File: config.mk
export PLATFORM = sky130hd
export DESIGN_NAME = mii_word_assembler
export DESIGN_NICKNAME = d
export VERILOG_FILES = /design/src/logic/eth_dump_pkg.sv /design/src/logic/mii_word_assembler.sv
export SDC_FILE = /design/constraint.sdc
export NUM_CORES = 1
export LEC_CHECK = 0
export ABC_AREA = 1
export BUFFER_PORTS_ARGS = -buffer_cell sky130_fd_sc_hd__buf_4
export CAP_MARGIN = 10
export CORE_MARGIN = 3
export CORE_UTILIZATION = 40
export CTS_BUF_LIST = sky130_fd_sc_hd__clkbuf_4 sky130_fd_sc_hd__clkbuf_8
export DETAILED_ROUTE_END_ITERATION = 10
export SETUP_SLACK_MARGIN = 0.5
export SYNTH_ARGS = -nofsm -noshare
export SYNTH_HDL_FRONTEND = slang
export SYNTH_SLANG_ARGS = --single-unit
export TNS_END_PERCENT = 10
File: constraint.sdc
create_clock -name mainclk -period 4.35 [get_ports mainclk]
set_clock_uncertainty 0.1 [all_clocks]
set_input_delay 0.6525 -clock mainclk [delete_from_list [all_inputs] [get_ports mainclk]]
set_output_delay 0.6525 -clock mainclk [all_outputs]
set_load 0.01 [all_outputs]
File: src/logic/eth_dump_pkg.sv
// shared widths and beat types for the ethernet dump path
package eth_dump_pkg;

    // one MII receive nibble
    localparam int nibble_w = 4;

    // buffer word, eight nibbles
    localparam int word_w = 32;
    localparam int nibbles_per_word = 8;

    // one MII receive beat
    // data is taken only while dv is high
    typedef struct packed {
        logic dv;
        logic [nibble_w-1:0] data;
    } mii_beat_t;

    // one ascii character toward the sink
    // valid marks a cycle that spends a credit
    typedef struct packed {
        logic valid;
        logic [7:0] data;
    } char_beat_t;

    // buffer word
    // byte 0 of the frame sits in bits 7:0, nibbles already swapped
    typedef logic [word_w-1:0] word_t;

endpackage

File: src/logic/mii_word_assembler.sv
`timescale 1ns/100ps

// packs MII nibbles into words, swaps nibbles per byte, writes the buffer
module mii_word_assembler #(
    parameter int buf_depth = 512
) (
    input  logic                          mainclk,
    input  logic                          rst,
    input  eth_dump_pkg::mii_beat_t       mii_rx,
    input  logic                          busy,
    output logic                          wr_en,
    output logic [$clog2(buf_depth)-1:0]  wr_addr,
    output eth_dump_pkg::word_t           wr_data,
    output logic                          frame_done,
    output logic [$clog2(buf_depth+1)-1:0] frame_words
);

    localparam int addr_w = $clog2(buf_depth);
    localparam int cnt_w = $clog2(buf_depth + 1);
    localparam int nib_cnt_w = $clog2(eth_dump_pkg::nibbles_per_word);
    localparam int nw = eth_dump_pkg::nibble_w;

    // dv seen last cycle, and whether this frame is being kept
    logic prev_dv;
    logic accept;
    logic frame_start;
    logic take;
    logic [nib_cnt_w-1:0] nib_cnt;
    logic [cnt_w-1:0] word_cnt;
    eth_dump_pkg::word_t shift_sr;
    eth_dump_pkg::word_t shift_next;
    eth_dump_pkg::word_t swapped;

    // first nibble of a frame decides, no start while busy or right at frame_done
    always_comb frame_start = mii_rx.dv && !prev_dv;
    always_comb take = mii_rx.dv && (frame_start ? (!busy && !frame_done) : accept);

    // new nibble enters from the top, first one ends up in bits 3:0
    always_comb shift_next = {mii_rx.data, shift_sr[eth_dump_pkg::word_w-1:nw]};

    // swap the two nibbles of each byte
    always_comb begin
        for (int b = 0; b < eth_dump_pkg::nibbles_per_word / 2; b++) begin
            swapped[b*2*nw +: nw] = shift_next[b*2*nw + nw +: nw];
            swapped[b*2*nw + nw +: nw] = shift_next[b*2*nw +: nw];
        end
    end

    always_ff @(posedge mainclk) begin
        if (take) begin
            shift_sr <= shift_next;
        end
        // word complete, latch data and slot for next-cycle write
        if (take && (&nib_cnt)) begin
            wr_data <= swapped;
            wr_addr <= word_cnt[addr_w-1:0];
        end
        // word total sampled as the frame closes
        if (!mii_rx.dv && prev_dv && accept) begin
            frame_words <= word_cnt;
        end
    end

    always_ff @(posedge mainclk) begin
        if (rst) begin
            prev_dv <= 1'b0;
            accept <= 1'b0;
            nib_cnt <= '0;
            word_cnt <= '0;
            wr_en <= 1'b0;
            frame_done <= 1'b0;
        end else begin
            prev_dv <= mii_rx.dv;
            wr_en <= 1'b0;
            frame_done <= 1'b0;
            if (frame_start) begin
                accept <= !busy && !frame_done;
            end
            if (take) begin
                nib_cnt <= nib_cnt + 1'b1;
                // words past the end of the buffer are dropped
                if ((&nib_cnt) && (word_cnt < cnt_w'(buf_depth))) begin
                    wr_en <= 1'b1;
                    word_cnt <= word_cnt + 1'b1;
                end
            end
            if (!mii_rx.dv) begin
                // partial trailing word is thrown away here
                nib_cnt <= '0;
                word_cnt <= '0;
                accept <= 1'b0;
                frame_done <= prev_dv && accept;
            end
        end
    end

    // buffer must not change under a running dump
    assert property (@(posedge mainclk) disable iff (rst) wr_en |-> !busy);

endmodule

## Yosys cells after proc, flatten, opt, wreduce, memory -nomap -nowiden

Index checks and enable logic that the tools add are counted.

- Register bits: 100
- Bits of input ports: 8
- Word-level logic and storage cells: 34

- Add/subtract/negate cells: 2
- Order comparisons: 1
- Multiplexer cells: 2
- Bitwise gates (word level): 2
- Reduce and logical (&&, ||, !) cells: 17

Operator list:

| kind | count |
|---|---|
| 10-bit by 1-bit adder with 10-bit output (second input constant) | 1 |
| 10-bit < comparator (second input constant) | 1 |
| 1-bit logical AND | 8 |
| 2-bit OR reduction | 3 |
| 1-bit logical NOT | 4 |
| 3-bit by 1-bit adder with 3-bit output (second input constant) | 1 |
| 3-bit AND reduction | 1 |
| 1-bit 2-to-1 mux | 2 |
| 1-bit NOT | 2 |
| 2-bit AND reduction | 1 |

## Depth between registers and ports, before layout

- Depth after elaboration: 6
- Depth in mapped cells: 9

## Worst setup path after synthesis

Ideal clock, no wire load.

- Path kind: input to register
- From: input port busy
- To: register wr_addr[0], enable pin
- Arrival: 2717 ps
- Data required time: 3811 ps
- Path slack: 1094 ps
- Stages: 5
- Buffers on the path: 0
- Cells stage by stage: inv_1 > nand2_1 > nand2_2 > nand3_4 > nor2_1

- Cells in the longest elaborated chain, start to end: 5

RTL lines:

| what | RTL line | text |
|---|---|---|
| from (decl) | mii_word_assembler.sv:10 | `input logic busy,` |
| 1-bit logical NOT | mii_word_assembler.sv:36 | `always_comb take = mii_rx.dv && (frame_start ? (!busy && !frame_done) : accept);` |
| 1-bit logical AND | mii_word_assembler.sv:36 |  |
| 1-bit 2-to-1 mux | - |  |
| 1-bit logical AND | mii_word_assembler.sv:36 |  |
| 1-bit logical AND | mii_word_assembler.sv:54 | `if (take && (&nib_cnt)) begin` |
| to (signal assigned) | mii_word_assembler.sv:56 | `wr_addr <= word_cnt[addr_w-1:0];` |
| to (decl) | mii_word_assembler.sv:12 | `output logic [$clog2(buf_depth)-1:0] wr_addr,` |

Every way passes these cells.
A chain may end at the register's enable or synchronous reset.

## Worst setup path in the final report

- From: input port mii_rx[4] (netlist bit)
- To: register wr_addr[0], enable pin

- Cells in the longest elaborated chain, start to end: 4

RTL lines:

| what | RTL line | text |
|---|---|---|
| from (decl) | mii_word_assembler.sv:9 | `input eth_dump_pkg::mii_beat_t mii_rx,` |
| 1-bit logical AND | mii_word_assembler.sv:35 | `always_comb frame_start = mii_rx.dv && !prev_dv;` |
| 1-bit 2-to-1 mux | - |  |
| 1-bit logical AND (*) | mii_word_assembler.sv:36 |  |
| 1-bit logical AND (*) | mii_word_assembler.sv:54 |  |

Every way passes the cells marked *; elsewhere a longest branch is shown, timed or not.

==> impl_results.md <==
* Status: finished, final reports clean
* Post-layout nets at 286
* IO buf count at 60
* Max cap viols at 0
* Max-slew headroom at 24.66%
* Final setup fails at 0
* Post-CTS sizing at 0
* Synth unique cells at 21
* Adder-cell area share of the yosys netlist at 1.154%
* Final hold vios at 0
* CP Launch Point: mii_rx[4]
* Routed Antenna Nets at 0
* DR pass1 iterations at 4
* Cts hold-fix bufs at 0
* Num CTS Buffers at 9
* Post-Synth Simple-Gate Area at between 10% and 20%
* # DRC at 0
* Fin. max-slew vios at 0
* Crit. End Element: flip-flop
* Largest cells by area after synthesis: edfxtp_1 (73%), dfxtp_1 (10%), nand2_1 (4.3%), nor2_1 (2.3%), inv_1 (1.6%)
* Root buf cell: clkbuf_8
* Core Box Area at 7807 um2
* H-tree levels at 3
* Post-Synth XOR/XNOR Area at 0.8077%
* Rows at 32
* Setup TNS Final at 0 ns
* First-pass GRT wire length at 7.541 mm
* Max IR drop VDD at 0.1939 mV
* Initial antenna violation count at 0
* Pin count of the biggest net entering global routing at 42
* Final period utilization at approximately half
* DP Wirelength at 3.085 mm
* Worst flop-to-flop path startpoint: prev_dv$_SDFF_PP0_
* FF/Latch Area at 2713 um2
* Worst R2R Path Depth at 5
* Sequential fraction of the synthesis area at about 83%
* Syn Nets at 214
* Vias/cell at 4.463
* F_max at 0.4589 GHz
* Postcts setup bufs at 0
* Crit path required time at approximately 4.2 ns
* WL/cell at ~12 um
* Gr usage total at 11.22%
* Hold Path Origin: shift_sr[4]$_DFFE_PP_
* Synth area leader: edfxtp_1
* Crit path max fanout at 41
* Power, Total at 0.001611 W
* Vias in the first global route at 1,620
* Critical path type: in2reg
* Drt initial violations at 69
* Overflow after GRT at 0
* Most frequent cells in the layout: edfxtp_1 (79), buf_4 (61), nand2_1 (37)
* Fill count at 668
* Drt total wl at about 4.8 mm
* Commonest non-fill, non-tap cell in the layout: edfxtp_1
* Area fraction in compound gates after synthesis at 2.192%
* Largest family of logic cells by synthesized area: simple AND/OR/NAND/NOR gates
* Number of synthesized register bits at 96
* Area of the multi-input gates at 491.7 um2
* RSZ-0062 raised after global routing: false
* Synth Cell Area at 3253 um2
* CTS tree: yes
* Leakage power total at 1.532 nW
* Post-synthesis mux area share at 0%
* Critical path startpoint category: input pin
* Die area at just over 9000 um2
* HP Class: reg2reg
* Yosys warnings at 0
* Pwr dens at approximately 400 nW/um2
* Skew-Pair Late Insertion Delay at 0.35 ns
* Via count at between 1,500 and 2,000
* Die Y at 96.18 um
* Cells after Synth at 203
* ANT cells at 0
* Syn_area_per_cell at 16.03 um2
* Worst Tran Pin Value at 1.127 ns
* Worst hold path stage count at 0
* Routability cong. at roughly 0.76
* CP arrival at 2.05 ns
* Io pins at between 60 and 70
* Initial Util at about two fifths
* Area grow syn2layout at 24.42%
* Clock-pin slew on the worst setup and hold paths at 0.09 ns
* Post-route minimum period at 2.179 ns
* Share of the synthesized area in the top cell type at 72.92%
* CTS Sinks at between 90 and 100
* Proportion of layout cells with a drive suffix above 1 at 30.71%
* Die X-Extent at 96.18 um
* Clock buffer depth at 2
synth_stat cells:
| library cell | instances |
|---|---|
| nand3_4 | 1 |
| nand4_2 | 1 |
| nor3_1 | 1 |
| edfxtp_1 | 79 |
| nand3b_1 | 3 |
| nand4_1 | 1 |
| nor2_8 | 1 |
| ha_1 | 3 |
| nand2_2 | 3 |
| o21ai_0 | 5 |
| xor2_1 | 3 |
| inv_2 | 1 |
| nor4_1 | 1 |
| o21bai_2 | 1 |
| inv_1 | 14 |
| nand2_1 | 37 |
| a21oi_1 | 7 |
| nor2_1 | 20 |
| nand3_1 | 3 |
| nor2_4 | 1 |
| dfxtp_1 | 17 |
routing by layer:
layer / up-vias / share of wire, % / wire length, um / global-route usage, %
met5: - / 0 / 0 / 0
met4: 0 / 2.6 / 124 / 7.820
met3: 8 / 4.9 / 232 / 3.362
met2: 46 / 46 / 2182 / 17.08
met1: 790 / 47 / 2226 / 13.63
li1: 861 / - / - / -
kinds of logic after synthesis:
family | Yosys count
buf+inv | 15
fa+ha+maj | 3
xor+xnor | 3
flops | 96
compound gates | 13
simple gates | 73
area by class of cell:
cell class                      instances  share of cell area [%]
Inverter                               15                   1.391
Timing Repair Buffer                   61                   11.31
Clock inverter                          7                   1.917
Multi-Input combinational cell         92                   12.15
Sequential cell                        96                   67.02
Clock buffer                            9                   3.060
Tap cell                              102                   3.153
critical path: stages:
cell and delay, ns:
buf_4 0.14, inv_2 0.08, nor2_1 0.05, nand2_2 0.08, nand3_4 0.14, nor2_4 0.86
flip-flops by register name, summed over array words and instances (netlist names):
signal,flops
wr_addr,9
accept,1
frame_done,1
prev_dv,1
wr_en,1
frame_words,10
wr_data,32
shift_sr,28
word_cnt,10
nib_cnt,3
worst paths after layout:
path	end	slack, ns
hold / removal	wr_data[4]$_DFFE_PP_	0.32
hold reg to reg	wr_data[4]$_DFFE_PP_	0.32
setup reg to reg	wr_addr[0]$_DFFE_PP_	2.22
setup / recovery	wr_addr[0]$_DFFE_PP_	2.17
report_power, final:
group	total, W	switching [W]	leakage (nW)	internal, W
logic	0.0000293	0.0000203	0.568	0.00000900
clock network	0.000573	0.000301	0.0958	0.000272
registers	0.00101	0.00000532	0.868	0.00100
total	0.00161	0.000326	1.53	0.00128
metrics by stage:
stage	cell area, um2	util, %	hold WS (ns)	std cells	worst slack [ns]
after floorplan	3253	-	0.3003	203	1.094
after global placement	3846	49.26	0.3000	366	1.738
after detailed placement	3846	49.26	0.3045	366	1.741
after CTS	4048	51.84	0.3194	382	2.106
after global routing	4048	51.84	0.3441	382	2.001
final	4048	51.84	0.3180	382	2.171
No activity file was read; power rests on OpenSTA's default activity.
