===== src/logic/eth_dump_pkg.sv =====
// shared widths and beat types for the ethernet dump path
package eth_dump_pkg;

    // one MII receive nibble
    localparam int nibble_w = 4;

    // buffer word, eight nibbles
    localparam int word_w = 32;
    localparam int nibbles_per_word = 8;

    // one MII receive beat
    // data is taken only while dv is high
    typedef struct packed {
        logic dv;
        logic [nibble_w-1:0] data;
    } mii_beat_t;

    // one ascii character toward the sink
    // valid marks a cycle that spends a credit
    typedef struct packed {
        logic valid;
        logic [7:0] data;
    } char_beat_t;

    // buffer word
    // byte 0 of the frame sits in bits 7:0, nibbles already swapped
    typedef logic [word_w-1:0] word_t;

endpackage


===== src/logic/hex_dump_streamer.sv =====
`timescale 1ns/100ps

// reads back a stored frame and sends it as lower-case hex
// paced by sink credits
module hex_dump_streamer #(
    parameter int buf_depth = 512,
    parameter int credit_max = 4
) (
    input  logic                           mainclk,
    input  logic                           rst,
    input  logic                           frame_done,
    input  logic [$clog2(buf_depth+1)-1:0] frame_words,
    output logic [$clog2(buf_depth)-1:0]   rd_addr,
    input  eth_dump_pkg::word_t            rd_data,
    output eth_dump_pkg::char_beat_t       char_out,
    input  logic                           credit_return,
    output logic                           busy
);

    localparam int cnt_w = $clog2(buf_depth + 1);
    localparam int credit_w = $clog2(credit_max + 1);
    localparam int nib_cnt_w = $clog2(eth_dump_pkg::nibbles_per_word);
    localparam int nw = eth_dump_pkg::nibble_w;

    typedef enum logic [1:0] {
        st_idle,
        st_fetch,
        st_emit
    } state_t;

    state_t state;
    logic [credit_w-1:0] credits;
    logic [cnt_w-1:0] words_left;
    logic [nib_cnt_w-1:0] nib_idx;
    eth_dump_pkg::word_t shift_sr;
    logic send;

    // '0'..'9' then 'a'..'f'
    function automatic logic [7:0] hex_char(input logic [nw-1:0] nib);
        logic [7:0] base;
        base = (nib < 4'd10) ? 8'h30 : 8'h57;
        return base + 8'(nib);
    endfunction

    // one character per cycle while credit remains
    always_comb send = (state == st_emit) && (credits != '0);
    always_comb char_out.valid = send;
    always_comb char_out.data = hex_char(shift_sr[nw-1:0]);
    always_comb busy = (state != st_idle);

    always_ff @(posedge mainclk) begin
        if (rst) begin
            state <= st_idle;
            rd_addr <= '0;
            words_left <= '0;
            nib_idx <= '0;
        end else begin
            case (state)
                st_idle: begin
                    // rd_addr already at 0
                    // word 0 arrives during fetch
                    if (frame_done && (frame_words != '0)) begin
                        words_left <= frame_words;
                        state <= st_fetch;
                    end
                end
                st_fetch: begin
                    // prefetch next word while this one is emitted
                    rd_addr <= rd_addr + 1'b1;
                    nib_idx <= '0;
                    state <= st_emit;
                end
                st_emit: begin
                    if (send) begin
                        nib_idx <= nib_idx + 1'b1;
                        if (&nib_idx) begin
                            words_left <= words_left - 1'b1;
                            if (words_left == cnt_w'(1)) begin
                                // park address for the next frame
                                rd_addr <= '0;
                                state <= st_idle;
                            end else begin
                                state <= st_fetch;
                            end
                        end
                    end
                end
                default: state <= st_idle;
            endcase
        end
    end

    // character shift register
    // low nibble goes out first
    always_ff @(posedge mainclk) begin
        if (state == st_fetch) begin
            shift_sr <= rd_data;
        end else if (send) begin
            shift_sr <= shift_sr >> nw;
        end
    end

    // credit pool
    // send and return in one cycle cancel
    always_ff @(posedge mainclk) begin
        if (rst) begin
            credits <= credit_w'(credit_max);
        end else if (send && !credit_return) begin
            credits <= credits - 1'b1;
        end else if (!send && credit_return) begin
            credits <= credits + 1'b1;
        end
    end

    // sink returned more than it was granted
    assert property (@(posedge mainclk) disable iff (rst)
        credit_return && (credits == credit_w'(credit_max)) |-> send);
    assert property (@(posedge mainclk) disable iff (rst)
        credits <= credit_w'(credit_max));

endmodule


===== config.mk =====
export PLATFORM = sky130hd
export DESIGN_NAME = hex_dump_streamer
export DESIGN_NICKNAME = d
export VERILOG_FILES = /design/src/logic/eth_dump_pkg.sv /design/src/logic/hex_dump_streamer.sv
export SDC_FILE = /design/constraint.sdc
export NUM_CORES = 1
export LEC_CHECK = 0
export BUFFER_PORTS_ARGS = -buffer_cell sky130_fd_sc_hd__buf_2
export CELL_PAD_IN_SITES_DETAIL_PLACEMENT = 1
export CELL_PAD_IN_SITES_GLOBAL_PLACEMENT = 1
export CORE_MARGIN = 1.5
export CORE_UTILIZATION = 44
export DETAILED_ROUTE_END_ITERATION = 8
export HOLD_SLACK_MARGIN = 0.05
export PLACE_DENSITY_LB_ADDON = 0.12
export SYNTH_ARGS = -nofsm -noshare
export SYNTH_HDL_FRONTEND = slang
export SYNTH_SLANG_ARGS = --single-unit

===== constraint.sdc =====
create_clock -name mainclk -period 6.6 [get_ports mainclk]
set_input_delay 0.66 -clock mainclk [delete_from_list [all_inputs] [get_ports mainclk]]
set_output_delay 0.66 -clock mainclk [all_outputs]
set_load 0.02 [all_outputs]

======== Word level (Yosys, flattened, before mapping) ========
Cells that the tools add are included.
word-level totals
  bits in registers ....................... 59
  input bits .............................. 46
  output and inout port bits .............. 19
  logic and storage cells ................. 59
cells by class
  add/subtract/negate cells ............... 6
  $lt $le $gt $ge ......................... 1
  equality and inequality tests ........... 7
  muxes and demuxes ....................... 20
  reduce and logical (&&, ||, !) cells .... 19
operator list
  operator               count
  $mux 32                2
  $mux 10                3
  $mux 9                 3
  $pmux 10 s2            1
  $pmux 9 s2             1
  $eq 10x1->1 const B    1
  $reduce_bool 10->1     1
  $reduce_bool 2->1      5
  $sub 10x1->10 const B  1
  $add 9x1->9 const B    1
  $mux 3                 3
  $add 7x4->8            1
  $reduce_and 4->1       2
  $mux 7                 1
  $add 3x1->3 const B    2
  $mux 2                 3
  $pmux 2 s3             1
  $pmux 3 s2             1
  $reduce_and 3->1       2
  $logic_and 1x1->1      4
  $lt 4x4->1 const B     1
  $ne 2x1->1 const B     2
  $ne 2x2->1 const B     2
  $reduce_bool 3->1      1
  other kinds (7)        8

======== Longest topological paths before layout ========
  depth after elaboration ................. 6
  gate-level depth with buffers ........... 9

======== Least setup slack after synthesis ========
No wires, ideal clock.
  kind .................................... register to output
  start ................................... register shift_sr[1]
  end ..................................... output char_out[6] in the netlist's numbering
  data arrival time ....................... 1.733 ns
  required time ........................... 5.940 ns
  slack ................................... 4.207 ns
  stages on the path, launching flop included .. 7
  path through ............................ edfxtp_1 nor2_1 nor2b_1 ha_1 fa_1 nand2_1 a21boi_0
RTL lines
  what                    RTL line                 RTL
  start, declared         hex_dump_streamer.sv:35  eth_dump_pkg::word_t shift_sr;
  start signal, assigned  hex_dump_streamer.sv:97  shift_sr <= rd_data;
  start signal, assigned  hex_dump_streamer.sv:99  shift_sr <= shift_sr >> nw;
  end, declared           hex_dump_streamer.sv:15  output eth_dump_pkg::char_beat_t char_out,

==> run summary <==
The flow ran to the end, and the final reports show no timing, DRC or antenna violations. The growth of design area from synthesis to finish is 17.6%. TritonCTS created 9 clock buffers.

For the overall fraction of global-route tracks in use, the log shows 0.204. VDD sags by at most 0.000106 V. Prior to clock tree synthesis, the placed netlist has a worst setup slack of 4.01 ns. The tools report the pin count of the biggest net entering global routing as 33. For this run, the post-layout net count is 448. Adding up every negative setup slack in the final design gives 0 ns. The count of unique library cells instantiated by Yosys was 46.

For the worst setup path, the data required time is 5.94 ns. In the final routed layout, each cell accounts on average for 14.9 µm. The start point of the worst min-delay path was nib_idx[2]. The tree is rooted in a clkbuf_8. For the count of pins on the block boundary, the log shows 65. Class of the tightest hold or removal check: flip-flop to flip-flop. The number of pins with negative max-slew slack in the final report came out at 0. Startpoint-to-endpoint class of the critical path: flip-flop to output port. In this run the power density over the cells is 257 nW/µm². The reg-to-reg startpoint is state[1].

The tools report the relative max-transition margin as 0.348. Max-cap violations in this run came to 0. Yosys printed 0 warnings. The initial antenna violation count was 0; the least setup slack across all paths after layout was 3.67 ns. Dividing the detail-routed via count by the number of cells gives 5.25. Counting the fill cells in the layout gives 816. Setup violations remaining at the end of the flow were counted as 0. For the leakage component of the power, the log shows 1.58 nW.

Summed over all instances, the cell type with the most area after synthesis is edfxtp_1. Ranked by total cell area, the synthesized netlist is headed by edfxtp_1 32%, dfxtp_1 18%, nand2_1 13%. The number of enable flip-flop cells after synthesis is 32, and the share of cells above drive strength 1 is 0.240. The full die area was 7420 µm².

The total routed wirelength is 7090 µm, and the maximum fanout along the worst path is 4. The adder-cell share of the synthesized area works out to 0.0502. The number of nets handed over by synthesis was 389. Clock latency on the worst-skew pair, taken at its later pin, is 0.33 ns. The initial DRC count was 90; the synthesized instance count was 332.

Clock skew on the completed layout was measured at 0.00866 ns. Share of the synthesized area in the top cell type: 0.316. The area fraction in compound gates after synthesis was 0.130. The worst register-to-register path ends at credits[2].

The mean area per synthesized cell works out to 9.17 µm². The post-cts repair resize count is 0, and the horizontal die dimension is 86.2 µm. The core region is 6760 µm². In this run the register-to-register setup slack is 4.22 ns. The worst setup path is launched from a flip-flop. The clock passes through at most 2 buffers. The hold violation total from the final report came out at 0. Routability-driven placement finished with a final weighted congestion of 0.824. The register bit count reported by yosys is 59, and the number of nets still failing antenna checks after routing is 0. Buffers inserted to repair hold after CTS numbered 0.

The first global-routing pass estimated 11700 µm of wire. Counting instances, the worst hold path has a depth of 2. The initial cell density of the core came out at 0.450. Counting tap cells, the placed design contains a total of 460 instances.

The clock drives 59 sinks. From bottom edge to top edge, the die measures 86.2 µm. After synthesis, the largest family of logic cells by area is simple AND/OR/NAND/NOR gates. After detailed routing, the number of remaining DRC violations is 0. At the pin with the least slew margin, the transition time is 0.970 ns. The simple-gate share of the synthesized area was 0.248.

The design draws 918 µW. The most instantiated flip-flop cell in the synthesis netlist is edfxtp_1. The worst register-to-register path has a depth of 9.

For this run, the top clock speed supported by timing is 341 MHz. The H-tree was split into 3 levels. The cell area that synthesis handed to floorplanning was 3040 µm². The number of placement rows was 30; the clock transition time at the flip-flop clock pins of the worst setup and hold paths was 0.07 ns.

The total via count after detailed routing was 2500. In the synthesized netlist, the cells that appear most often are 105 x nand2_1, 32 x edfxtp_1, 27 x dfxtp_1, 21 x a21oi_1, 19 x nor2_1. The tools report the via count of the first global-routing pass as 2529. Setup repair after global routing left no endpoint under its margin. Leaving out filler cells and counting taps, the final layout contains 476. The sequential area share after synthesis is 0.493, and the number of diodes is 0. The proportion of register bits with asynchronous set or reset after synthesis works out to 0.

The final design utilization was 0.529. The path with the worst hold slack has its endpoint at nib_idx[2]. Overflow left after global routing: 0. The first detailed-routing pass took 4 iterations. The shortest period the worst path allows was 2.93 ns; the multiplexer share of the synthesized area was 0.

Port buffering added 63 buffers. Data arrival time of the critical path: 2.27 ns. Sort of element at the end of the critical path: an output port. By instance count, the leading cell after synthesis is nand2_1. The share of the synthesized netlist area taken by xor and xnor gates was 0.0345; the HPWL reported at the end of detailed placement was 4980 µm. TritonCTS built the clock tree. Post-CTS timing repair inserted 0 buffers for setup. The post-route fraction of the period consumed by the critical path is 0.444.
[power by group]
part           total (mW)  switching [mW]  internal, mW
clock network       0.297           0.143         0.154
registers           0.443          0.0169         0.426
logic               0.179           0.112        0.0667
total               0.918           0.272         0.647
[state kept, by name (all words and copies together) (netlist names)]
register    count
credits         3
words_left     10
shift_sr       32
rd_addr         9
state           2
nib_idx         3
[stage by stage]
stage / hold slack [ns] / cell area (µm²)
2_1_floorplan: 0.452 / 3040
3_3_place_gp: 0.458 / 3400
3_5_place_dp: 0.470 / 3400
4_1_cts: 0.478 / 3580
5_1_grt: 0.508 / 3580
6_report: 0.473 / 3580
[cell type report]
| class | count | area [µm²] | area share |
|---|---|---|---|
| inverters | 12 | 45.0 | 0.0126 |
| clock inverters | 5 | 27.5 | 0.00769 |
| repair buffers | 66 | 338 | 0.0944 |
| clock buffers | 11 | 151 | 0.0423 |
| flip-flops and latches | 59 | 1500 | 0.420 |
| multi-input cells | 243 | 1410 | 0.395 |
| well taps | 80 | 100 | 0.0280 |
[layout by cell type, fill, tap and decap left out, types with 4 or more instances in the layout]
cell type	instances
inv_1	11
nand2_1	105
clkinv_2	4
and2_1	5
dfxtp_1	27
ha_1	9
nand4_1	5
nor2_1	19
nand3_1	7
xor2_1	9
clkbuf_8	11
nand2b_1	6
nor3_1	9
a21oi_1	21
buf_2	63
edfxtp_1	32
o32ai_2	8
[routing by layer]
| metal | GRT usage | vias up | part of all wire |
|---|---|---|---|
| li1 | - | 1252 | - |
| met2 | 0.364 | 45 | 0.50 |
| met4 | 0.0748 | 0 | 0.016 |
| met5 | 0 | - | 0 |
| met3 | 0.0318 | 9 | 0.026 |
| met1 | 0.248 | 1194 | 0.46 |
[critical path, stage by stage, from the launching register on]
cell and delay, ns:
edfxtp_1 0.41, nor2_1 0.10, nor2b_1 0.32, ha_1 0.31, a21o_1 0.18, a21oi_1 0.24
xor2_1 0.17, nand2_1 0.07, buf_2 0.16
[cell families after synthesis]
| kind of cell | count (synthesis) |
|---|---|
| XOR/XNOR | 12 |
| flip-flops | 59 |
| other | 1 |
| buffers and inverters | 30 |
| AND/OR/NAND/NOR | 170 |
| adder cells (fa/ha/maj) | 11 |
| AO/OA/AOI/OAI | 49 |
[worst max-delay path by stage]
stage                           start  slack, ns           to
after global routing      shift_sr[1]       3.40  char_out[5]
after global placement    shift_sr[1]       4.09  char_out[5]
after floorplan           shift_sr[1]       4.21  char_out[6]
after CTS                 shift_sr[1]       3.65  char_out[5]
final                     shift_sr[1]       3.67  char_out[5]
after detailed placement  shift_sr[1]       4.01  char_out[5]
No activity file was read; power rests on OpenSTA's default activity.
